--- src/fir_settings.svh ---
`ifndef FIR_SETTINGS_SVH
`define FIR_SETTINGS_SVH

// filter geometry
`define FIR_TAPS       8
`define FIR_BLOCK_LEN  32
`define FIR_IDX_W      5

// data widths
`define FIR_SAMPLE_W   16
`define FIR_RESULT_W   32

// sample in to result out through the adder tree
`define FIR_PIPE_LAT   2

// word aligned byte addresses of the register map
`define FIR_ADR_CTRL       32'h0000_0000
`define FIR_ADR_STATUS     32'h0000_0004
`define FIR_ADR_COEF_BASE  32'h0000_0040
`define FIR_ADR_IN_BASE    32'h0000_0100
`define FIR_ADR_OUT_BASE   32'h0000_0200

`endif
--- src/fir_pkg.sv ---
`include "fir_settings.svh"

package fir_pkg;

   // controller sequence for one block
   typedef enum logic [1:0] {
      ST_IDLE,
      ST_FEED,
      ST_DRAIN,
      ST_DONE
   } fir_state_e;

   // decoded bus access kind
   typedef enum logic [2:0] {
      OP_CTRL,
      OP_STATUS,
      OP_COEF,
      OP_IN_BUF,
      OP_OUT_BUF,
      OP_INVALID
   } fir_reg_op_e;

   // register block to controller
   typedef struct packed {
      logic start;
      logic irq_en;
   } fir_ctrl_t;

   // controller back to register block
   typedef struct packed {
      logic busy;
      logic done;
   } fir_status_t;

   // write port of either sample buffer
   typedef struct packed {
      logic                     en;
      logic [`FIR_IDX_W-1:0]    idx;
      logic [`FIR_RESULT_W-1:0] data;
   } fir_buf_wr_t;

   typedef logic [`FIR_TAPS-1:0][`FIR_SAMPLE_W-1:0] fir_coef_t;

endpackage

--- src/fir_wb_regs.sv ---
`timescale 1ns/1ns
`include "fir_settings.svh"

module fir_wb_regs import fir_pkg::*; (
   input  logic                  wb_clk_i,
   input  logic                  wb_rst_i,
   input  logic [31:0]           wb_adr_i,
   input  logic [31:0]           wb_dat_i,
   // byte selects are ignored, every write is a full word
   input  logic [3:0]            wb_sel_i,
   input  logic                  wb_we_i,
   input  logic                  wb_stb_i,
   input  logic                  wb_cyc_i,
   input  fir_status_t           status_i,
   input  logic [31:0]           out_rd_data_i,
   output logic [31:0]           wb_dat_o,
   output logic                  wb_ack_o,
   output logic                  wb_err_o,
   output logic                  int_o,
   output fir_ctrl_t             ctrl_o,
   output fir_coef_t             coef_o,
   output fir_buf_wr_t           in_wr_o,
   output logic [`FIR_IDX_W-1:0] out_rd_idx_o
);

   localparam int COEF_LSB = $clog2(`FIR_TAPS) + 2;
   localparam int BUF_LSB  = $clog2(`FIR_BLOCK_LEN) + 2;

   localparam logic [31:0] COEF_BASE = `FIR_ADR_COEF_BASE;
   localparam logic [31:0] IN_BASE   = `FIR_ADR_IN_BASE;
   localparam logic [31:0] OUT_BASE  = `FIR_ADR_OUT_BASE;

   fir_reg_op_e           op;
   fir_reg_op_e           op_q;
   logic                  req;
   logic                  bad;
   logic                  ack_q;
   logic                  err_q;
   logic                  start_q;
   logic                  irq_en_q;
   logic                  done_q;
   logic [31:0]           rd_q;
   logic [COEF_LSB-3:0]   coef_idx;
   fir_coef_t             coef_q;

   // address decode, misaligned accesses fall through to invalid
   always_comb begin
      op = OP_INVALID;
      if (wb_adr_i[1:0] == 2'b00) begin
         if (wb_adr_i == `FIR_ADR_CTRL)
            op = OP_CTRL;
         else if (wb_adr_i == `FIR_ADR_STATUS)
            op = OP_STATUS;
         else if (wb_adr_i[31:COEF_LSB] == COEF_BASE[31:COEF_LSB])
            op = OP_COEF;
         else if (wb_adr_i[31:BUF_LSB] == IN_BASE[31:BUF_LSB])
            op = OP_IN_BUF;
         else if (wb_adr_i[31:BUF_LSB] == OUT_BASE[31:BUF_LSB])
            op = OP_OUT_BUF;
      end
   end

   // new request only when no ack or err is on the bus
   assign req = wb_cyc_i & wb_stb_i & ~ack_q & ~err_q;

   assign bad = (op == OP_INVALID)
              | (wb_we_i & ((op == OP_STATUS) | (op == OP_OUT_BUF)))
              | (wb_we_i & status_i.busy & ((op == OP_COEF) | (op == OP_IN_BUF)));

   assign coef_idx = wb_adr_i[COEF_LSB-1:2];

   always_ff @(posedge wb_clk_i) begin
      if (wb_rst_i) begin
         ack_q    <= 1'b0;
         err_q    <= 1'b0;
         start_q  <= 1'b0;
         irq_en_q <= 1'b0;
         done_q   <= 1'b0;
      end else begin
         ack_q   <= req & ~bad;
         err_q   <= req & bad;
         start_q <= req & wb_we_i & (op == OP_CTRL) & wb_dat_i[0] & ~status_i.busy;
         if (req & wb_we_i & (op == OP_CTRL))
            irq_en_q <= wb_dat_i[1];
         // a finishing block wins over a status read in the same cycle
         if (status_i.done)
            done_q <= 1'b1;
         else if (req & ~wb_we_i & (op == OP_STATUS))
            done_q <= 1'b0;
      end
   end

   // read data is captured at decode so a status read sees done before it clears
   always_ff @(posedge wb_clk_i) begin
      if (req) begin
         op_q <= op;
         case (op)
            OP_CTRL:   rd_q <= {30'b0, irq_en_q, 1'b0};
            OP_STATUS: rd_q <= {30'b0, done_q, status_i.busy};
            OP_COEF:   rd_q <= 32'(signed'(coef_q[coef_idx]));
            default:   rd_q <= 32'b0;
         endcase
      end
      if (req & wb_we_i & (op == OP_COEF) & ~status_i.busy)
         coef_q[coef_idx] <= wb_dat_i[`FIR_SAMPLE_W-1:0];
   end

   // input buffer is written straight from the bus
   assign in_wr_o.en   = req & wb_we_i & (op == OP_IN_BUF) & ~status_i.busy;
   assign in_wr_o.idx  = wb_adr_i[BUF_LSB-1:2];
   assign in_wr_o.data = wb_dat_i;

   // output buffer read is registered, data lands in the ack cycle
   assign out_rd_idx_o = wb_adr_i[BUF_LSB-1:2];

   assign wb_dat_o = (op_q == OP_OUT_BUF) ? out_rd_data_i : rd_q;
   assign wb_ack_o = ack_q;
   assign wb_err_o = err_q;
   assign int_o    = done_q & irq_en_q;

   assign ctrl_o.start  = start_q;
   assign ctrl_o.irq_en = irq_en_q;
   assign coef_o        = coef_q;

endmodule

--- config.mk ---
export PLATFORM = sky130hd
export DESIGN_NAME = fir_wb_regs
export DESIGN_NICKNAME = d
export VERILOG_FILES = /design/src/fir_pkg.sv /design/src/fir_wb_regs.sv
export VERILOG_INCLUDE_DIRS = /design/src
export SDC_FILE = /design/constraint.sdc
export NUM_CORES = 1
export LEC_CHECK = 0
export ABC_AREA = 1
export BUFFER_PORTS_ARGS = -buffer_cell sky130_fd_sc_hd__buf_2
export CAP_MARGIN = 20
export CELL_PAD_IN_SITES_DETAIL_PLACEMENT = 0
export CELL_PAD_IN_SITES_GLOBAL_PLACEMENT = 1
export CORE_MARGIN = 2
export CORE_UTILIZATION = 36
export DETAILED_ROUTE_END_ITERATION = 12
export GPL_TIMING_DRIVEN = 1
export MAX_ROUTING_LAYER = met4
export PLACE_DENSITY_LB_ADDON = 0.1
export SYNTH_ARGS = -nofsm -noshare
export SYNTH_HDL_FRONTEND = slang
export SYNTH_SLANG_ARGS = --single-unit
--- constraint.sdc ---
create_clock -name wb_clk_i -period 3.2 [get_ports wb_clk_i]
set_input_delay 0 -clock wb_clk_i [delete_from_list [all_inputs] [get_ports wb_clk_i]]
set_output_delay 0 -clock wb_clk_i [all_outputs]
set_load 0.01 [all_outputs]
==> results.toml <==
[run_status]
status = "finished, final reports clean"

[route]
wirelength_um = 22850
num_vias = 5734
avgRoutedWirePerCell_um = 19.28
viasPerCell = 4.839
drt_first_iter_violations = 256
first_pass_iters = 4
ant_nets = 0
drc = 0

[critical_path]
path_buf_inv = 1
cp_top_family = "simple AND/OR/NAND/NOR gates"
timing.critical_path.mode_cell = "nand2_1"
start_kind = "register"
critical-path-max-stage-delay_ns = 0.72
worstPathCellList = "nand2_1 > nand2_1 > nand2_1 > buf_2"
crit_slowest_cell = "edfxtp_1"
crit_required_ns = 3.20
cp_max_fo = 18
cp-end-kind = "output pin"
worstSetupPathType = "reg -> out"
worst_ep_arrival_time_ns = 2.69

[synthesis]
synth_cell_types = 37
synth_area_leader_cell = "edfxtp_1"
yosys_warnings = 0
synth_edf_count = 147
syn_inst = 637
synthTopCellsByArea = "edfxtp_1 (62%), nand2_1 (9.2%), buf_4 (4.7%)"
synth_area_sq_um = 7173
syn_nets = 744
avgSynthCellArea_sq_um = 11.26
synth_flop_cell = "edfxtp_1"
synth_top_area_frac = 0.6154
async_flop_share = 0
yosys_register_bits = 152
ys_seq_area_frac = 0.6293

[sta]
finalHoldViolations = 0
fin_setup_tns_ns = 0
rsz0062_at_grt = "false"
maxSlewHeadroom = 0.5109
finalSetupViolCount = 0
slew_viol_final = 0
min_period_ns = 2.693
worst_hold_slack_ns = 0.00001797
clock_skew_ns = 0.006992
worst_slew_pin_slew_ns = 0.7329
clock.fmax_mhz = 371.3
period_share = 0.8417

[die]
die_w_um = 145.2
dieHeight_um = 145.2
io_pins = 315
core_sq_um = 19530
fp-row-count = 51
dieArea_sq_um = 21070
start_util = 0.3674

[grt]
top_usage_layer = "met2"
grt_use_met1 = 0.2634
antenna_found_initial = 1
grt_usage = 0.2200
use_met3 = 0.06164
grt.overflow.total = 0
grt_max_degree = 38
gr-usage-met2 = 0.3657
grt_pass1_vias = 5873
grt_pass1_wl_um = 34230

[clock_tree]
cts-root-buf = "clkbuf_16"
cts-buffers-inserted = 17
clk_pin_slew_ns = 0.06
cts_tree = "built"
h-tree-depth = 4
cts_sinks = 152
cts_buffer_depth = 2
worstSkewPairLatency_ns = 0.42

[layout]
layout_common_cells = "buf_2 (278), nand2_1 (175), edfxtp_1 (147)"
seqCellArea_sq_um = 4514
multiInputGateArea_sq_um = 2113
area_delta_synth_final_pct = 31.87
layout.nets = 1013
fillCellCount = 1849
layout_commonest_cell = "buf_2"
drive_gt1_frac = 0.4385

[place]
io_buffers = 278
hpwl_um = 16660
place_congestion = 0.9220

[worst_hold_path]
holdCritPathClass = "in -> out"

[power_and_ir_drop]
leakage_uw = 0.004124
p_per_area_nw_per_um2 = 495.1
peakVddDrop_mv = 0.3282

[flow_run]
drv_cap = 0
worst paths after layout:
check | slack, ns | endpoint | depth (start not counted) | startpoint
worst max-delay path | 0.51 | wb_dat_o[23] | 4 | op_q[2]
worst max register to register | 0.75 | coef_o[41] | 9 | wb_ack_o
worst min-delay path | 0.00002 | in_wr_o[22] | 0 | wb_dat_i[22]
worst min register to register | 0.55 | irq_en_q | 2 | irq_en_q
sequential cells by signal (all words and copies together) (netlist names):
signal,count
coef_o,128
done_q,1
irq_en_q,1
op_q,3
rd_q,16
start_q,1
wb_ack_o,1
wb_err_o,1
cells in the mapped netlist, types with 7 or more instances:
library cell,number
o221ai_1,30
buf_4,45
nand3_1,59
clkbuf_1,9
mux2_2,15
inv_2,7
inv_1,20
nor2_4,13
nor2_2,16
buf_2,10
edfxtp_1,147
nand2_1,175
nor2_1,44
through the flow:
step | util | instance area [sq um] | worst slack, ns | std cells | total power, uW
after global routing | 0.4844 | 9459 | 0.2386 | 1185 | 4840
after CTS | 0.4843 | 9457 | 0.4631 | 1184 | 4720
final | 0.4844 | 9459 | 0.5066 | 1185 | 4683
after floorplan | - | 7173 | 0.4735 | 637 | 2444
after global placement | 0.4400 | 8591 | 0.8755 | 1128 | 2569
after detailed placement | 0.4400 | 8591 | 0.7803 | 1128 | 2574
area by class of cell:
class,instances,share of cell area
flip-flops and latches,152,0.4772
inverters,28,0.01111
diodes,1,0.0002646
repair buffers,320,0.1868
clock buffers,18,0.04537
well taps,265,0.03505
multi-input cells,387,0.2234
clock inverters,14,0.02077
report_power, final:
part           total [uW]  internal, uW  switching, uW
Combinational         364           138            225
Sequential           2190          2180           4.57
Clock                2130          1310            817
Total                4680          3640           1050
logic make-up after synthesis:
kind of cell	count (synthesis)	synth area share
AND/OR/NAND/NOR	331	0.2200
AO/OA/AOI/OAI	41	0.04832
buffers and inverters	98	0.07884
flip-flops	152	0.6293
multiplexers	15	0.02355
routing by layer:
layer  wire, um  part of all wire
met3       1712             0.075
met1       9602              0.42
met4        377             0.017
met5          0                 0
met2      11160              0.49
timing repair:
| action | in CTS | in global routing |
|---|---|---|
| gates resized for setup | 0 | 0 |
| hold buffers | 24 | 0 |
| buffers inserted | 0 | 0 |
| endpoints found under the hold margin | 134 | 0 |
worst reg2reg max path, stage by stage, from the launching register on:
cell and delay [ns]:
dfxtp_1 0.31, nor2_1 0.09, and3_1 0.19, inv_1 0.07, nor2_1 0.19, nand2_1 0.15, inv_1 0.14, nand4_2 0.21
nor2_2 0.48, buf_4 0.32
No activity file was read; power rests on OpenSTA's default activity.
