File: config.mk
export PLATFORM = sky130hd
export DESIGN_NAME = fir_sample_counter
export DESIGN_NICKNAME = d
export VERILOG_FILES = /design/src/fir_sample_counter.sv
export VERILOG_INCLUDE_DIRS = /design/src
export SDC_FILE = /design/constraint.sdc
export NUM_CORES = 1
export LEC_CHECK = 0
export BUFFER_PORTS_ARGS = -buffer_cell sky130_fd_sc_hd__buf_2
export CAP_MARGIN = 15
export CORE_AREA = 2 2 39 41
export DETAILED_ROUTE_END_ITERATION = 16
export DIE_AREA = 0 0 41 43
export HOLD_SLACK_MARGIN = 0.05
export SYNTH_ARGS = -nofsm -noshare
export SYNTH_HDL_FRONTEND = slang
export SYNTH_SLANG_ARGS = --single-unit
File: constraint.sdc
create_clock -name wb_clk_i -period 2.2 [get_ports wb_clk_i]
set_clock_uncertainty 0.2 [all_clocks]
set_input_delay 0.44 -clock wb_clk_i [delete_from_list [all_inputs] [get_ports wb_clk_i]]
set_output_delay 0.44 -clock wb_clk_i [all_outputs]
set_load 0.01 [all_outputs]
File: src/fir_settings.svh
`ifndef FIR_SETTINGS_SVH
`define FIR_SETTINGS_SVH

// filter geometry
`define FIR_TAPS       8
`define FIR_BLOCK_LEN  32
`define FIR_IDX_W      5

// data widths
`define FIR_SAMPLE_W   16
`define FIR_RESULT_W   32

// sample in to result out through the adder tree
`define FIR_PIPE_LAT   2

// word aligned byte addresses of the register map
`define FIR_ADR_CTRL       32'h0000_0000
`define FIR_ADR_STATUS     32'h0000_0004
`define FIR_ADR_COEF_BASE  32'h0000_0040
`define FIR_ADR_IN_BASE    32'h0000_0100
`define FIR_ADR_OUT_BASE   32'h0000_0200

`endif
File: src/fir_sample_counter.sv
`timescale 1ns/1ns
`include "fir_settings.svh"

module fir_sample_counter (
   input  logic                  wb_clk_i,
   input  logic                  wb_rst_i,
   input  logic                  clr_i,
   input  logic                  en_i,
   output logic [`FIR_IDX_W-1:0] idx_o,
   output logic                  last_o
);

   localparam logic [`FIR_IDX_W-1:0] LAST_IDX = `FIR_IDX_W'(`FIR_BLOCK_LEN - 1);

   logic [`FIR_IDX_W-1:0] idx_q;

   // holds at the final index until the next start
   always_ff @(posedge wb_clk_i) begin
      if (wb_rst_i)
         idx_q <= '0;
      else if (clr_i)
         idx_q <= '0;
      else if (en_i && idx_q != LAST_IDX)
         idx_q <= idx_q + 1'b1;
   end

   assign idx_o  = idx_q;
   assign last_o = (idx_q == LAST_IDX);

endmodule

==> impl_results.md, run 1 <==
* Outcome: completed
* Die Wd at 41 um
* Sw Ratio at 22.88%
* Die H at 43 um
* Setup TNS at 0 ns
* Critical Path End Type: output port
* H-tree depth at 1
* Detailed Routing Iterations Pass 1 at 2
* Vias at 219
* GRT Residual Overflow at 0
* Worst vdd ir at 0.0001878 V
* Post-CTS setup buffer count at 0
* Leak Pwr at 0.1533 nW
* Vias in the first global route at 195
* Max-slew headroom at 91.21%
* Die Area at 1763 um2
* Avg WL per Cell at 9.418 um
* Mapped Avg Cell Area at 9.192 um2
* Cts bufs inserted at 3
* Worst Path Arrival at 1.32 ns
* Antenna violations before repair at 0
* Main area contributors after synthesis: dfxtp_1 42%, ha_1 10%, a21oi_1 6.3%
* Power per cell area at 658.7 nW/um2
* I/O pin count at 10
* P_sw at 49.78 uW
* Worst slew pin tran at 0.1304 ns
* Critical path type: reg2out
* Largest net degree at the start of global routing at 6
* N_diodes at 0
* Core Footprint at 1384 um2
* Comb power frac at 6.4%
* Antenna Nets Post-Route at 0
* Crit path from: idx_o[0]$_SDFFE_PP0P_
* Vias/cell at 3.982
* First-pass GRT wire length at 807 um
* Layout cells sized above 1 at 38.46%
* Min-delay src: idx_o[4]$_SDFFE_PP0P_
* Worst path cell trace: ha_1 -> and3_1 -> ha_1 -> buf_2
* Final Max Slew Viols at 0
* Fmax at 509.8 MHz
* CTS Root Cell: clkbuf_4
* Final setup fails at 0
* CTS sink count at 5
* Synth-to-Final Area Change at 38.22%
* DRC Markers at 0
* Synth cell types at 15
* DP Area at 304.0 um2
* # port buffers at 9
* Post-route cell area at 330.3 um2
* Max stage delay on crit path at 0.33 ns
* Final Cycle Share at 89.16%
* Area leader, netlist: dfxtp_1
* # nets final at 46
* Gr usage total at 7.855%
* Fillcell total at 160
* Deepest clock path buffer count at 2
* R2R setup slack at 0.36 ns
* RSZ-0062 raised after global routing: no
* Synthesis Warnings at 0
* CP startpoint kind: flip-flop
* Mapped cell area at 239.0 um2
* Worst EP required at 1.56 ns
* Syn nets at 32
* Tmin final at 1.962 ns
* Number of flip-flops under the largest register name at 5
* DRT iter0 DRCs at 1
* Yosys reg bits at 5
* Seq/Total Area, Yosys at 41.88%
* Internal at 167.8 uW
* Rows at 14
* Final Hold Vio Count at 0
* Crit Reg-Reg Startpoint: idx_o[0]$_SDFFE_PP0P_
* Synthesized netlist cell count at 26
* Initial Utilization at 17.27%
* Clock-pin slew on the worst setup and hold paths at 0.05 ns
* Power share of the sequential group at 43.0%
* CP Max Fanout at 4
* Hold Crit Class: reg2reg
* Post-CTS sizing at 0
* CTS tree: built
* # hold bufs at CTS at 0
* Cell mode on critical path: ha_1
* Synth top area share at 41.88%
* Gp weighted congestion at 0.6940
* Max_cap viols at 0
* Post-Route WL at 518 um
* Slowest cell on the critical path: dfxtp_1
* Later-pin clock latency in the skew report at 0.24 ns
* Clock Power Share at 50.6%
## cell type report
| class | instances | area, um2 | area share, % |
|---|---|---|---|
| tap | 16 | 20.02 | 6.061 |
| timing repair buffer | 9 | 45.04 | 13.64 |
| sequential | 5 | 100.1 | 30.30 |
| clock buffer | 4 | 26.28 | 7.955 |
| multi-input combinational | 21 | 138.9 | 42.05 |
## cells in the final DEF, fill, tap and decap left out
cell type and count:
buf_2 9, dfxtp_1 5, nand2_1 4, a21oi_1 3
clkbuf_4 3, nor2_1 2, ha_1 2, and3_1 1
or2_2 1, and2b_2 1, xnor2_1 1, nand2b_4 1
nand3_1 1, o21ai_0 1, or3_1 1, nand3b_1 1
xor2_1 1, clkbuf_1 1
## path summary, 6_finish.rpt
| path | end | cells after the start |
|---|---|---|
| worst max-delay path | last_o | 4 |
| worst min-delay path | idx_o[4]$_SDFFE_PP0P_ | 2 |
| worst max register to register | idx_o[3]$_SDFFE_PP0P_ | 6 |
| worst min register to register | idx_o[4]$_SDFFE_PP0P_ | 2 |
## per-stage QoR
stage	total power, mW	hold WS (ns)	utilization [%]	instances	worst slack, ns
after global routing	0.2318	0.3013	23.87	55	0.1743
final	0.2176	0.2706	23.87	55	0.2385
after detailed placement	0.1093	0.2684	21.97	51	0.3714
after CTS	0.2219	0.2747	23.87	55	0.2259
after global placement	0.1092	0.2676	21.97	51	0.3827
after floorplan	0.1032	0.2951	-	26	0.3525
## cell families (layout without fill, tap and decap cells)
family	Yosys count	in the layout	synth area share, %
AO/OA/AOI/OAI	4	4	8.373
XOR/XNOR	2	2	7.331
adder cells (fa/ha/maj)	2	2	10.47
buffers and inverters	0	13	0
flip-flops	5	5	41.89
AND/OR/NAND/NOR	13	13	31.94
## worst max-delay path, delay by kind of cell, from the launching register on
kind	cells	cell delay [ns]
buf+inv	1	0.15
flops	1	0.33
fa+ha+maj	2	0.42
simple gates	1	0.18
## Yosys cell counts
library cell,n
dfxtp_1,5
nand2_1,4
a21oi_1,3
ha_1,2
nor2_1,2
and2b_2,1
and3_1,1
nand2b_4,1
nand3_1,1
nand3b_1,1
o21ai_0,1
or2_2,1
or3_1,1
xnor2_1,1
xor2_1,1
## power groups by stage
stage	clock network [mW]	logic (mW)	registers [mW]
detailed placement	0	0.0141	0.0952
global route	0.123	0.0155	0.0936
global placement	0	0.0141	0.0951
CTS	0.114	0.0142	0.0934
floorplan	0	0.00740	0.0958
finish	0.110	0.0140	0.0935
## routing by layer
metal	global-route usage, %	up-vias	wire length (um)
met4	12.00	0	29
li1	-	115	-
met5	0	-	0
met1	8.766	92	249
met2	8.438	8	201
met3	3.141	4	37
(Power assumes the default switching activity.)
==> run 2: changes to the inputs <==
--- a/config.mk
+++ b/config.mk
@@ -8,10 +8,13 @@
 export LEC_CHECK = 0
 export BUFFER_PORTS_ARGS = -buffer_cell sky130_fd_sc_hd__buf_2
 export CAP_MARGIN = 15
+export CELL_PAD_IN_SITES_DETAIL_PLACEMENT = 0
+export CELL_PAD_IN_SITES_GLOBAL_PLACEMENT = 1
 export CORE_AREA = 2 2 39 41
 export DETAILED_ROUTE_END_ITERATION = 16
 export DIE_AREA = 0 0 41 43
 export HOLD_SLACK_MARGIN = 0.05
+export PLACE_DENSITY_LB_ADDON = 0.1
 export SYNTH_ARGS = -nofsm -noshare
 export SYNTH_HDL_FRONTEND = slang
 export SYNTH_SLANG_ARGS = --single-unit
==> impl_results.md, run 2 (synthesis results as in run 1) <==
* M1 GR Usage at 9.904%
* Antenna Nets Post-Route at 0
* DRC Markers at 0
* Die Area at 1763 um2
* Hold depth at 2
* CTS tree: built
* Worst slew pin tran at 0.1549 ns
* Power per cell area at 653.1 nW/um2
* Cts bufs inserted at 3
* Vias in the first global route at 226
* I/O pin count at 10
* Deepest clock path buffer count at 2
* Core Footprint at 1384 um2
* # hold bufs at CTS at 0
* Detailed Routing Iterations Pass 1 at 2
* Later-pin clock latency in the skew report at 0.24 ns
* Worst vdd ir at 0.0002014 V
* Final Hold Vio Count at 0
* RSZ-0062 raised after global routing: no
* Worst Path Buf+Inv at 1
* Area occupied by multi-input gates at 138.9 um2
* Crit Reg-Reg Startpoint: idx_o[0]$_SDFFE_PP0P_
* Gp weighted congestion at 0.6581
* Final Util at 23.87%
* Antenna violations before repair at 0
* Avg WL per Cell at 10.07 um
* GRT Residual Overflow at 0
* Commonest cells after routing, fill and taps aside: 9 x buf_2, 5 x dfxtp_1, 4 x nand2_1
* Outcome: completed
* Commonest non-fill, non-tap cell in the layout: buf_2
* Post-CTS sizing at 0
* Clock-pin slew on the worst setup and hold paths at 0.05 ns
* Largest net degree at the start of global routing at 6
* Min-delay src: idx_o[4]$_SDFFE_PP0P_
* Worst hold slack at 0.2660 ns
* H-tree depth at 1
* Crit path depth at 4
* Tmin final at 1.981 ns
* Critical Path End Type: output port
* Die Wd at 41 um
* Hpwl dp at 416.4 um
* Worst Path Arrival at 1.34 ns
* Fillcell total at 166
* Max-slew headroom at 89.56%
* Critical path type: reg2out
* Met2 GRT Util at 10.31%
* Max stage delay on crit path at 0.33 ns
* Die H at 43 um
* Worst EP required at 1.56 ns
* Vias at 226
* Max_cap viols at 0
* Reg2Reg Depth at 6
* Post-Route WL at 554 um
* Setup TNS at 0 ns
* Reg area at 100.1 um2
* CTS Root Cell: clkbuf_4
* Leak Pwr at 0.1533 nW
* Met3 usage in global routing at 4.188%
* # nets final at 46
* Final Cycle Share at 90.05%
* Vias/cell at 4.109
* Crit path from: idx_o[0]$_SDFFE_PP0P_
* Crit path max-delay family: adder cells
* Post-CTS setup buffer count at 0
* Gr usage total at 8.417%
* First-pass GRT wire length at 952 um
* Worst path cell trace: ha_1 -> and3_1 -> ha_1 -> buf_2
* Rows at 14
* # port buffers at 9
* Hold Crit Class: reg2reg
* Initial Utilization at 17.27%
* Slowest cell on the critical path: dfxtp_1
* Number of flip-flops under the largest register name at 5
* Final setup fails at 0
* DRT iter0 DRCs at 2
* Layout cells sized above 1 at 38.46%
* Fmax at 504.8 MHz
* Synth-to-Final Area Change at 38.22%
* CTS sink count at 5
* Busiest grt layer: met2
* N_diodes at 0
* Cell mode on critical path: ha_1
* Final Max Slew Viols at 0
* CP startpoint kind: flip-flop
* CP Max Fanout at 4
-- run 2: cell counts in the layout (fill, tap and decap cells not counted) --
No cell type changed its count.
-- run 2: power breakdown --
part	internal, mW	switching, mW	total (mW)
logic	0.00682	0.00716	0.0140
clock network	0.0687	0.0395	0.108
registers	0.0922	0.00137	0.0936
total	0.168	0.0480	0.216
-- run 2: final timing paths --
path,endpoint,slack [ns]
hold / removal,idx_o[4]$_SDFFE_PP0P_,0.27
hold reg to reg,idx_o[4]$_SDFFE_PP0P_,0.27
setup / recovery,last_o,0.22
setup reg to reg,idx_o[3]$_SDFFE_PP0P_,0.33
-- run 2: through the flow --
stage	cell area [um2]	power, mW	setup WS [ns]	cells
after detailed placement	304.0	0.1096	0.3342	51
after CTS	330.3	0.2223	0.1928	55
final	330.3	0.2157	0.2188	55
after floorplan	239.0	0.1032	0.3525	26
after global routing	330.3	0.2283	0.1211	55
after global placement	304.0	0.1095	0.3693	51
-- run 2: per-layer routing --
| metal | up-vias | wire length [um] |
|---|---|---|
| met5 | - | 0 |
| met4 | 0 | 9 |
| met3 | 2 | 55 |
| met2 | 6 | 247 |
| met1 | 105 | 241 |
| li1 | 113 | - |
-- run 2: worst min-delay path, delay by kind of cell (launching register included) --
kind / cells / cell delay [ns]
simple gates: 1 / 0.05
flops: 1 / 0.31
compound gates: 1 / 0.05
-- run 2: layout make-up --
| cell class | count | share of cell area (%) |
|---|---|---|
| multi-input combinational | 21 | 42.05 |
| sequential | 5 | 30.30 |
| timing repair buffer | 9 | 13.64 |
| clock buffer | 4 | 7.955 |
| tap | 16 | 6.061 |
