## src/fir_settings.svh

```systemverilog
`ifndef FIR_SETTINGS_SVH
`define FIR_SETTINGS_SVH

// filter geometry
`define FIR_TAPS       8
`define FIR_BLOCK_LEN  32
`define FIR_IDX_W      5

// data widths
`define FIR_SAMPLE_W   16
`define FIR_RESULT_W   32

// sample in to result out through the adder tree
`define FIR_PIPE_LAT   2

// word aligned byte addresses of the register map
`define FIR_ADR_CTRL       32'h0000_0000
`define FIR_ADR_STATUS     32'h0000_0004
`define FIR_ADR_COEF_BASE  32'h0000_0040
`define FIR_ADR_IN_BASE    32'h0000_0100
`define FIR_ADR_OUT_BASE   32'h0000_0200

`endif
```

## src/fir_pkg.sv

```systemverilog
`include "fir_settings.svh"

package fir_pkg;

   // controller sequence for one block
   typedef enum logic [1:0] {
      ST_IDLE,
      ST_FEED,
      ST_DRAIN,
      ST_DONE
   } fir_state_e;

   // decoded bus access kind
   typedef enum logic [2:0] {
      OP_CTRL,
      OP_STATUS,
      OP_COEF,
      OP_IN_BUF,
      OP_OUT_BUF,
      OP_INVALID
   } fir_reg_op_e;

   // register block to controller
   typedef struct packed {
      logic start;
      logic irq_en;
   } fir_ctrl_t;

   // controller back to register block
   typedef struct packed {
      logic busy;
      logic done;
   } fir_status_t;

   // write port of either sample buffer
   typedef struct packed {
      logic                     en;
      logic [`FIR_IDX_W-1:0]    idx;
      logic [`FIR_RESULT_W-1:0] data;
   } fir_buf_wr_t;

   typedef logic [`FIR_TAPS-1:0][`FIR_SAMPLE_W-1:0] fir_coef_t;

endpackage

```

## src/fir_sample_buffer.sv

```systemverilog
`timescale 1ns/1ns
`include "fir_settings.svh"

module fir_sample_buffer import fir_pkg::*; #(
   parameter int DATA_W = 16
) (
   input  logic                  wb_clk_i,
   input  fir_buf_wr_t           wr_i,
   input  logic [`FIR_IDX_W-1:0] rd_idx_i,
   output logic [DATA_W-1:0]     rd_data_o
);

   logic [DATA_W-1:0] mem [`FIR_BLOCK_LEN];
   logic [DATA_W-1:0] rd_q;

   // one write port, one registered read port
   always_ff @(posedge wb_clk_i) begin
      if (wr_i.en)
         mem[wr_i.idx] <= wr_i.data[DATA_W-1:0];
      rd_q <= mem[rd_idx_i];
   end

   assign rd_data_o = rd_q;

endmodule

```

## config.mk

```make
export PLATFORM = sky130hd
export DESIGN_NAME = fir_sample_buffer
export DESIGN_NICKNAME = d
export VERILOG_FILES = /design/src/fir_pkg.sv /design/src/fir_sample_buffer.sv
export VERILOG_INCLUDE_DIRS = /design/src
export SDC_FILE = /design/constraint.sdc
export NUM_CORES = 1
export LEC_CHECK = 0
export BUFFER_PORTS_ARGS = -buffer_cell sky130_fd_sc_hd__clkbuf_2
export CORE_UTILIZATION = 24
export DETAILED_ROUTE_END_ITERATION = 16
export PLACE_DENSITY = 0.38
export SYNTH_ARGS = -nofsm -noshare
export SYNTH_HDL_FRONTEND = slang
export SYNTH_SLANG_ARGS = --single-unit
```

## constraint.sdc

```tcl
create_clock -name wb_clk_i -period 2.43 [get_ports wb_clk_i]
set_clock_uncertainty 0.05 [all_clocks]
set_input_delay 0.6075 -clock wb_clk_i [delete_from_list [all_inputs] [get_ports wb_clk_i]]
set_output_delay 0.6075 -clock wb_clk_i [all_outputs]
set_load 0.005 [all_outputs]
```

==> metrics.yaml, run 1 <==
run_status:
  status: "completed"
timing:
  final.setup.tns_ns: 0
  drv_slew: 0
  whs_ns: 0.523
  worstMarginPinSlew_ns: 0.788
  finalHoldViolCount: 0
  min_period_ns: 1.81
  max_freq_mhz: 551
  finalSetupViolCount: 0
  maxSlewHeadroom_pct: 47.5
  period_share_pct: 74.6
  rsz0062_at_grt: "false"
synthesis:
  syn_nets: 1187
  seq_area_frac_synth_pct: 76.4
  ys_types: 26
  syn-cell-area_um2: 20500
  yosysWarnings: 0
  ys_ff_latch: 528
  synthCells: 1143
  avgSynthCellArea_um2: 18.0
layout:
  nFillCells: 8336
  nets: 1330
  diodes: 0
  area_growth_pct: 20.4
  drive_above_1_share_pct: 19.9
cts:
  post-cts-setup-buffers: 0
  cts_max_level: 2
  cts_resized: 0
  cts_buffer_depth: 3
  clkSlewWorstSetupHoldPaths_ns: 0.06
  insertion_delay_ns: 0.61
  cts_tree: "yes"
  numCtsBuffers: 56
  hold_buffers: 0
  clock-sinks: 528
  cts_root_buf: "clkbuf_16"
detailed_routing:
  routed_wl_um: 52500
  viasPerCell: 4.26
  ant_nets: 0
  vias: 10500
  firstDrtPassIters: 7
  drc: 0
  wire_per_inst_um: 21.3
  drt_iter0_markers: 692
run:
  cap_violations: 0
global_route:
  grt.total_usage_pct: 12.2
  grt_pass1_vias: 10900
  grt_pass1_wl_um: 76800
  grt_max_degree: 34
  grt_antenna_before_repair: 1
  overflow: 0
floorplanning:
  fp.dieH_um: 295
  start_util_pct: 24.4
  core_area_um2: 84200
  rows: 106
  dieArea_um2: 86700
  io_pins: 60
  die_w_um: 295
setup_path:
  crit_fanout: 30
  arrival_ns: 2.22
  rr_worst_depth: 6
  reg2reg_from: "mem[3][5]"
  startpoint_type: "primary input"
  critPathLaunch: "rd_idx_i[0]"
  critical_path_class: "primary input to flip-flop"
  endpoint_kind: "flip-flop"
  crit_required_ns: 2.83
placed_design:
  gp_congestion: 0.702
  port_buffers: 43
  dpl.hpwl_um: 32000
hold_path:
  hold_path_depth: 4
  hp-class: "primary input to flip-flop"
  hold_start: "rd_idx_i[3]"
power_and_ir_drop:
  power_density_nw_per_um2: 783
  finalPower_w: 0.0194
  peakVddDrop_v: 0.000452
  leakage_nw: 8.51
kinds of logic (layout without fill, tap and decap cells):
kind of cell	Yosys count	count (layout)	share of synthesized area, %
buf+inv	67	251	2.63
mux	256	256	12.5
flops	528	528	76.4
compound gates	144	144	4.97
simple gates	148	148	3.49
critical path, stage by stage:
cell	delay [ns]
buf_8	0.12
buf_12	0.26
buf_12	0.24
mux2i_1	0.22
a22oi_1	0.09
a31oi_1	0.49
nand3_1	0.14
cell type report:
class	instances	area, um2	share of cell area [%]
Clock buffer	81	1610	6.50
Sequential cell	528	15700	63.5
Clock inverter	18	114	0.460
Tap cell	1134	1420	5.74
Timing Repair Buffer	152	1490	6.04
Multi-Input combinational cell	548	4400	17.8
metal layers:
metal	routed length, um	vias to the layer above	share of wire, %	global-route usage, %
met5	0	-	0	0
met4	827	0	1.6	2.73
met3	1950	61	3.7	2.16
met2	23800	174	45	19.1
met1	25900	5403	49	17.5
li1	-	4854	-	-
registers in the layout, indices dropped and copies added, names as in the netlist:
name,count
mem,512
rd_data_o,16
worst paths after layout:
path,to,slack [ns]
worst min-delay path,rd_data_o[8],0.52
worst max-delay path,rd_data_o[5],0.62
worst min register to register,rd_data_o[5],0.56
worst max register to register,rd_data_o[5],0.76
power breakdown:
part | leakage (nW) | internal, W | switching (W) | total [W]
Sequential | 4.75 | 0.0101 | 0.0000389 | 0.0102
Combinational | 2.92 | 0.000421 | 0.000705 | 0.00113
Clock | 0.844 | 0.00465 | 0.00343 | 0.00808
stage by stage:
step / worst slack, ns / util [%] / area, um2 / instances
after detailed placement: 0.00152 / 27.3 / 23000 / 2362
final: 0.616 / 29.4 / 24700 / 2461
after CTS: 0.581 / 29.4 / 24700 / 2461
after global routing: 0.576 / 29.4 / 24700 / 2461
after floorplan: 0.0325 / - / 20500 / 1143
after global placement: 0.0315 / 27.3 / 23000 / 2362
cells in the final DEF (no fill, tap or decap):
master / netlist / routed
and2_4: 0 / 1
or2_1: 1 / 1
mux2i_1: 256 / 256
clkbuf_1: 12 / 16
nor2b_4: 0 / 2
bufinv_16: 0 / 1
clkinv_1: 0 / 10
nand3b_1: 5 / 5
buf_12: 5 / 36
nand3_1: 34 / 34
or3b_2: 3 / 3
clkinv_8: 0 / 1
buf_8: 6 / 1
or3_1: 1 / 1
buf_4: 19 / 73
clkbuf_8: 0 / 7
nand2_1: 33 / 33
nor3_1: 16 / 16
a31oi_1: 16 / 16
nor2_1: 33 / 1
a22oi_1: 64 / 64
clkinv_2: 0 / 6
a21oi_1: 32 / 32
nand2b_1: 2 / 2
clkbuf_2: 0 / 42
a22o_1: 32 / 32
clkbuf_16: 0 / 58
nor2_2: 0 / 32
dfxtp_1: 16 / 16
nor2_4: 1 / 1
edfxtp_1: 512 / 512
nand4_1: 16 / 16
cells in the mapped netlist (all sizes together):
cell | number | area share, %
nand3b | 5 | 0.18
nor3 | 16 | 0.39
a31oi | 16 | 0.49
nand3 | 34 | 0.83
nand4 | 16 | 0.49
mux2i | 256 | 12
a21oi | 32 | 0.78
a22o | 32 | 1.4
buf | 55 | 2.4
nand2b | 2 | 0.061
clkbuf | 12 | 0.22
nor2b | 2 | 0.061
nor2 | 34 | 0.66
or3 | 1 | 0.030
or3b | 3 | 0.13
or2 | 1 | 0.030
edfxtp | 512 | 75
and2 | 1 | 0.030
nand2 | 33 | 0.60
dfxtp | 16 | 1.6
a22oi | 64 | 2.3
No activity file was read; power rests on OpenSTA's default activity.
==> inputs of run 2 (changes only) <==
Settings changed: ABC_AREA set to 1.
Clock period 2.43 ns to 1.6 ns, I/O delays scaled along.
==> metrics.yaml, run 2 <==
timing:
  min_period_ns: 1.60
  finalSetupViolCount: 0
  period_share_pct: 99.7
  drv_slew: 0
  final.setup.tns_ns: 0
  whs_ns: 0.258
  worstMarginPinSlew_ns: 0.521
  finalHoldViolCount: 0
  rsz0062_at_grt: "true"
  max_freq_mhz: 627
  timing.final.ws_setup_ns: 0.00450
  maxSlewHeadroom_pct: 65.3
setup_path:
  critical_path_class: "flip-flop to output pin"
  cp_top_family: "flip-flops"
  path_buf_inv: 1
  slowest_delay_ns: 0.40
  crit_required_ns: 1.15
  endpoint_kind: "output pin"
  crit_fanout: 1
  cp_cell_sequence: "clkbuf_2"
  arrival_ns: 1.15
  startpoint_type: "flip-flop"
  slowest_stage: "dfxtp_4"
placed_design:
  placedCellCount: 3059
  dpl.hpwl_um: 40000
  place_ws_ns: -0.394
  gp_congestion: 0.776
  port_buffers: 43
layout:
  drive_above_1_share_pct: 17.3
  area_growth_pct: 23.3
  layout_common_cells: "nand2_1 (720), edfxtp_1 (512), nand3_1 (396)"
  largest_register_ffs: 512
  final_common_cell: "nand2_1"
  nets: 2010
  layout.cells.non_filler: 3174
  top_register: "mem"
  fin_util_pct: 30.1
cts:
  cts_max_level: 2
  numCtsBuffers: 60
  insertion_delay_ns: 0.62
  clkSlewWorstSetupHoldPaths_ns: 0.06
  clock-sinks: 528
  cts_tree: "yes"
  hold_buffers: 0
  cts_buffer_depth: 3
  cts_root_buf: "clkbuf_16"
synthesis:
  synth_edf_count: 512
  synth_most_common_cell: "nand2_1"
  ys.flop_type: "edfxtp_1"
  async_flop_share_pct: 0
  seq_area_frac_synth_pct: 73.7
  ys_ff_latch: 528
  syn-cell-area_um2: 21300
  synthCells: 1794
  synth_commonest_cells: "nand2_1 (720), edfxtp_1 (512), nand3_1 (396), buf_2 (33), nor2_1 (32)"
  synth_top_cell_by_area: "edfxtp_1"
  synth_top_area_share_pct: 72.2
  yosysWarnings: 0
  ys_types: 15
  avgSynthCellArea_um2: 11.9
  yosys-top-cells-area: "edfxtp_1 (72%), nand2_1 (13%), nand3_1 (9.3%)"
  syn_nets: 1838
power_and_ir_drop:
  power_density_nw_per_um2: 1160
  leakage_nw: 9.62
  peakVddDrop_v: 0.000892
global_route:
  grt_pass1_wl_um: 95400
  grt.total_usage_pct: 14.5
  grt_pass1_vias: 14000
  grt_antenna_before_repair: 2
  grt_max_degree: 43
  overflow: 0
run:
  cap_violations: 0
detailed_routing:
  drc: 0
  viasPerCell: 4.34
  ant_nets: 0
  wire_per_inst_um: 20.5
  routed_wl_um: 65100
  vias: 13800
  drt_iter0_markers: 999
  firstDrtPassIters: 5
floorplanning:
  start_util_pct: 24.4
  fp.dieH_um: 300
  core_area_um2: 87300
  io_pins: 60
  die_w_um: 300
  dieArea_um2: 90000
  rows: 108
run_status:
  status: "completed"
hold_path:
  hp-class: "primary input to flip-flop"
[run 2: changes by cell type after synthesis, moves of 18 or more]
cell     change
nand2_1    +687
a22o_1      -32
a22oi_1     -64
mux2i_1    -256
nand3_1    +362
buf_6       +18
a21oi_1     -32
[run 2: path summary, 6_finish.rpt]
path | from | endpoint | slack (ns) | depth (start not counted)
max reg2reg | mem[17][8] | rd_data_o[8] | 0.24 | 8
min | rd_idx_i[4] | rd_data_o[3] | 0.26 | 4
min reg2reg | mem[10][0] | rd_data_o[0] | 0.71 | 8
max | rd_data_o[14] | rd_data_o[14] | 0.004 | 1
[run 2: logic make-up (layout without fill, tap and decap cells)]
family | after synthesis | in the layout | synth area share, %
flip-flops | 528 | 528 | 73.7
buffers and inverters | 118 | 339 | 3.77
other | 0 | 4 | 0
AND/OR/NAND/NOR | 1148 | 1148 | 22.6
[run 2: where the power goes]
part           internal (W)  switching (W)  leakage (nW)
clock               0.00726        0.00546         0.890
combinational      0.000757        0.00151          3.98
sequential           0.0154      0.0000872          4.75
total                0.0234        0.00706          9.62
[run 2: layout make-up]
class                   instances  area [um2]
diodes                          4        10.0
well taps                    1155        1450
multi-input cells            1148        4880
repair buffers                218        2350
clock buffers                  73        1570
inverters                      10        47.5
flip-flops and latches        528       15700
clock inverters                38         240
fillers                      8986       61000
[run 2: repair_timing]
item,in CTS,in global routing
setup buffers,0,0
gates resized for setup,15,4
endpoints found under the setup margin,9,6
[run 2: metrics by stage]
| step | cell area (um2) | total power, W |
|---|---|---|
| floorplan | 21300 | 0.0168 |
| detailed placement | 24400 | 0.0181 |
| finish | 26300 | 0.0305 |
| global route | 26300 | 0.0316 |
| CTS | 26200 | 0.0309 |
| global placement | 24400 | 0.0180 |
[run 2: tightest hold or removal path: stages]
cell	delay, ns
clkbuf_2	0.14
buf_4	0.22
nand2_1	0.08
nand2_1	0.05
[run 2: metal layers]
layer / share of wire (%) / global-route usage, % / vias to the layer above
li1: - / - / 6621
met1: 49 / 20.9 / 6825
met2: 45 / 22.9 / 249
met3: 4.1 / 2.23 / 82
met4: 1.7 / 3.17 / 4
met5: 0.028 / 0 / -
==> inputs of run 3 (changes only) <==
--- a/config.mk
+++ b/config.mk
@@ -10,2 +10,4 @@
 export BUFFER_PORTS_ARGS = -buffer_cell sky130_fd_sc_hd__clkbuf_2
+export CAP_MARGIN = 10
+export CORE_MARGIN = 2
 export CORE_UTILIZATION = 24
==> constraint.sdc (replaced) <==
create_clock -name wb_clk_i -period 1.6 [get_ports wb_clk_i]
set_clock_uncertainty 0.05 [all_clocks]
set_input_delay 0.32 -clock wb_clk_i [delete_from_list [all_inputs] [get_ports wb_clk_i]]
set_output_delay 0.32 -clock wb_clk_i [all_outputs]
set_load 0.005 [all_outputs]
==> metrics.yaml, run 3 (synthesis gave the netlist of run 2 again) <==
global_route:
  grt_antenna_before_repair: 1
  grt.total_usage_pct: 14.4
  overflow: 0
  grt_pass1_wl_um: 95400
  grt_max_degree: 45
  grt_pass1_vias: 13800
floorplanning:
  dieArea_um2: 91200
  core_area_um2: 88200
  rows: 109
  die_w_um: 302
  io_pins: 60
  start_util_pct: 24.1
  fp.dieH_um: 302
layout:
  nFillCells: 8939
  top_register: "mem"
  drive_above_1_share_pct: 16.1
  nets: 1979
  final_common_cell: "nand2_1"
  fin_util_pct: 29.9
  area_growth_pct: 23.7
  design_area_um2: 26300
  layout_common_cells: "nand2_1 (720), edfxtp_1 (512), nand3_1 (396)"
  largest_register_ffs: 512
cts:
  cts_max_level: 2
  cts_resized: 3
  cts_root_buf: "clkbuf_16"
  cts_buffer_depth: 3
  clkSlewWorstSetupHoldPaths_ns: 0.06
  insertion_delay_ns: 0.62
  post-cts-setup-buffers: 0
  clock-sinks: 528
  hold_buffers: 0
  cts_tree: "yes"
  numCtsBuffers: 58
power_and_ir_drop:
  power_density_nw_per_um2: 1190
  finalPower_w: 0.0314
  leakage_nw: 9.62
  peakVddDrop_v: 0.000765
setup_path:
  endpoint_kind: "output pin"
  crit_required_ns: 1.23
  critical_path_class: "flip-flop to output pin"
  crit_fanout: 1
  startpoint_type: "flip-flop"
  rrSetupSlack_ns: 0.22
  slowest_delay_ns: 0.40
  slowest_stage: "dfxtp_1"
  cp_cell_sequence: "clkbuf_2"
  reg2reg_from: "mem[27][2]"
  r2r_end: "rd_data_o[2]"
  path_buf_inv: 1
  arrival_ns: 1.16
  cp.depth: 1
  cp_top_family: "flip-flops"
  rr_worst_depth: 8
detailed_routing:
  ant_nets: 0
  viasPerCell: 4.35
  drt_iter0_markers: 1079
  drc: 0
  routed_wl_um: 65100
  firstDrtPassIters: 5
  wire_per_inst_um: 20.6
  vias: 13700
hold_path:
  hold_path_depth: 2
  hold_start: "wr_i[1]"
  hp-class: "primary input to flip-flop"
  holdPathEnd: "mem[20][1]"
placed_design:
  port_buffers: 43
  placed_area_um2: 24400
  gp_congestion: 0.749
  dpl.hpwl_um: 39100
timing:
  finalHoldViolCount: 0
  max_freq_mhz: 654
  final.setup.tns_ns: 0
  min_period_ns: 1.53
  drv_slew: 0
  rsz0062_at_grt: "false"
  period_share_pct: 95.6
  whs_ns: 0.0894
  maxSlewHeadroom_pct: 41.8
  finalSetupViolCount: 0
  worstMarginPinSlew_ns: 0.872
run_status:
  status: "completed"
run:
  cap_violations: 0
## run 3: cell types whose count changed in the layout (fill, tap and decap cells not counted), sizes merged
cell	change
inv	-2
diode	-1
bufinv	+4
clkinv	-8
buf	-31
clkbuf	+4
clkinvlp	+2
## run 3: how the worst max path moves through the flow
stage | from | endpoint | slack, ns
final | rd_data_o[8] | rd_data_o[8] | 0.07
after global routing | rd_data_o[2] | rd_data_o[2] | 0.02
after CTS | rd_data_o[2] | rd_data_o[2] | 0.0005
after detailed placement | rd_idx_i[1] | rd_data_o[2] | -0.42
after global placement | rd_idx_i[1] | rd_data_o[2] | -0.41
after floorplan | wr_i[32] | mem[0][0] | -0.15
## run 3: layout make-up
class	instances	area, um2	area share, %
flip-flops and latches	528	15700	59.6
inverters	10	47.5	0.180
multi-input cells	1148	4880	18.5
well taps	1165	1460	5.53
repair buffers	189	2280	8.64
clock buffers	75	1640	6.22
diodes	3	7.51	0.0285
clock inverters	34	328	1.24
## run 3: routing by layer
metal	routed length, um	share of wire (%)	global-route usage [%]	vias to the layer above
li1	-	-	-	6552
met4	1530	2.4	3.63	0
met1	31300	48	20.8	6796
met2	29100	45	22.4	292
met5	0	0	0	-
met3	3040	4.7	2.43	83
## run 3: per-stage QoR
stage / std cells / setup slack (ns)
finish: 3152 / 0.0703
global route: 3149 / 0.0171
CTS: 3149 / 0.000544
detailed placement: 3040 / -0.423
global placement: 3040 / -0.410
floorplan: 1794 / -0.153
## run 3: power breakdown
| part | internal (W) | switching, W |
|---|---|---|
| clock | 0.00816 | 0.00558 |
| combinational | 0.000750 | 0.00152 |
| sequential | 0.0154 | 0.0000682 |
## run 3: worst reg2reg max path, cell delays in order, from the launching register on
cell and delay [ns]:
edfxtp_1 0.36, nand2_1 0.07, nand3_1 0.09, nand3_1 0.12, nand2_1 0.10, nand2_1 0.15
nand2_1 0.08, nand2_1 0.16, nand2_1 0.11
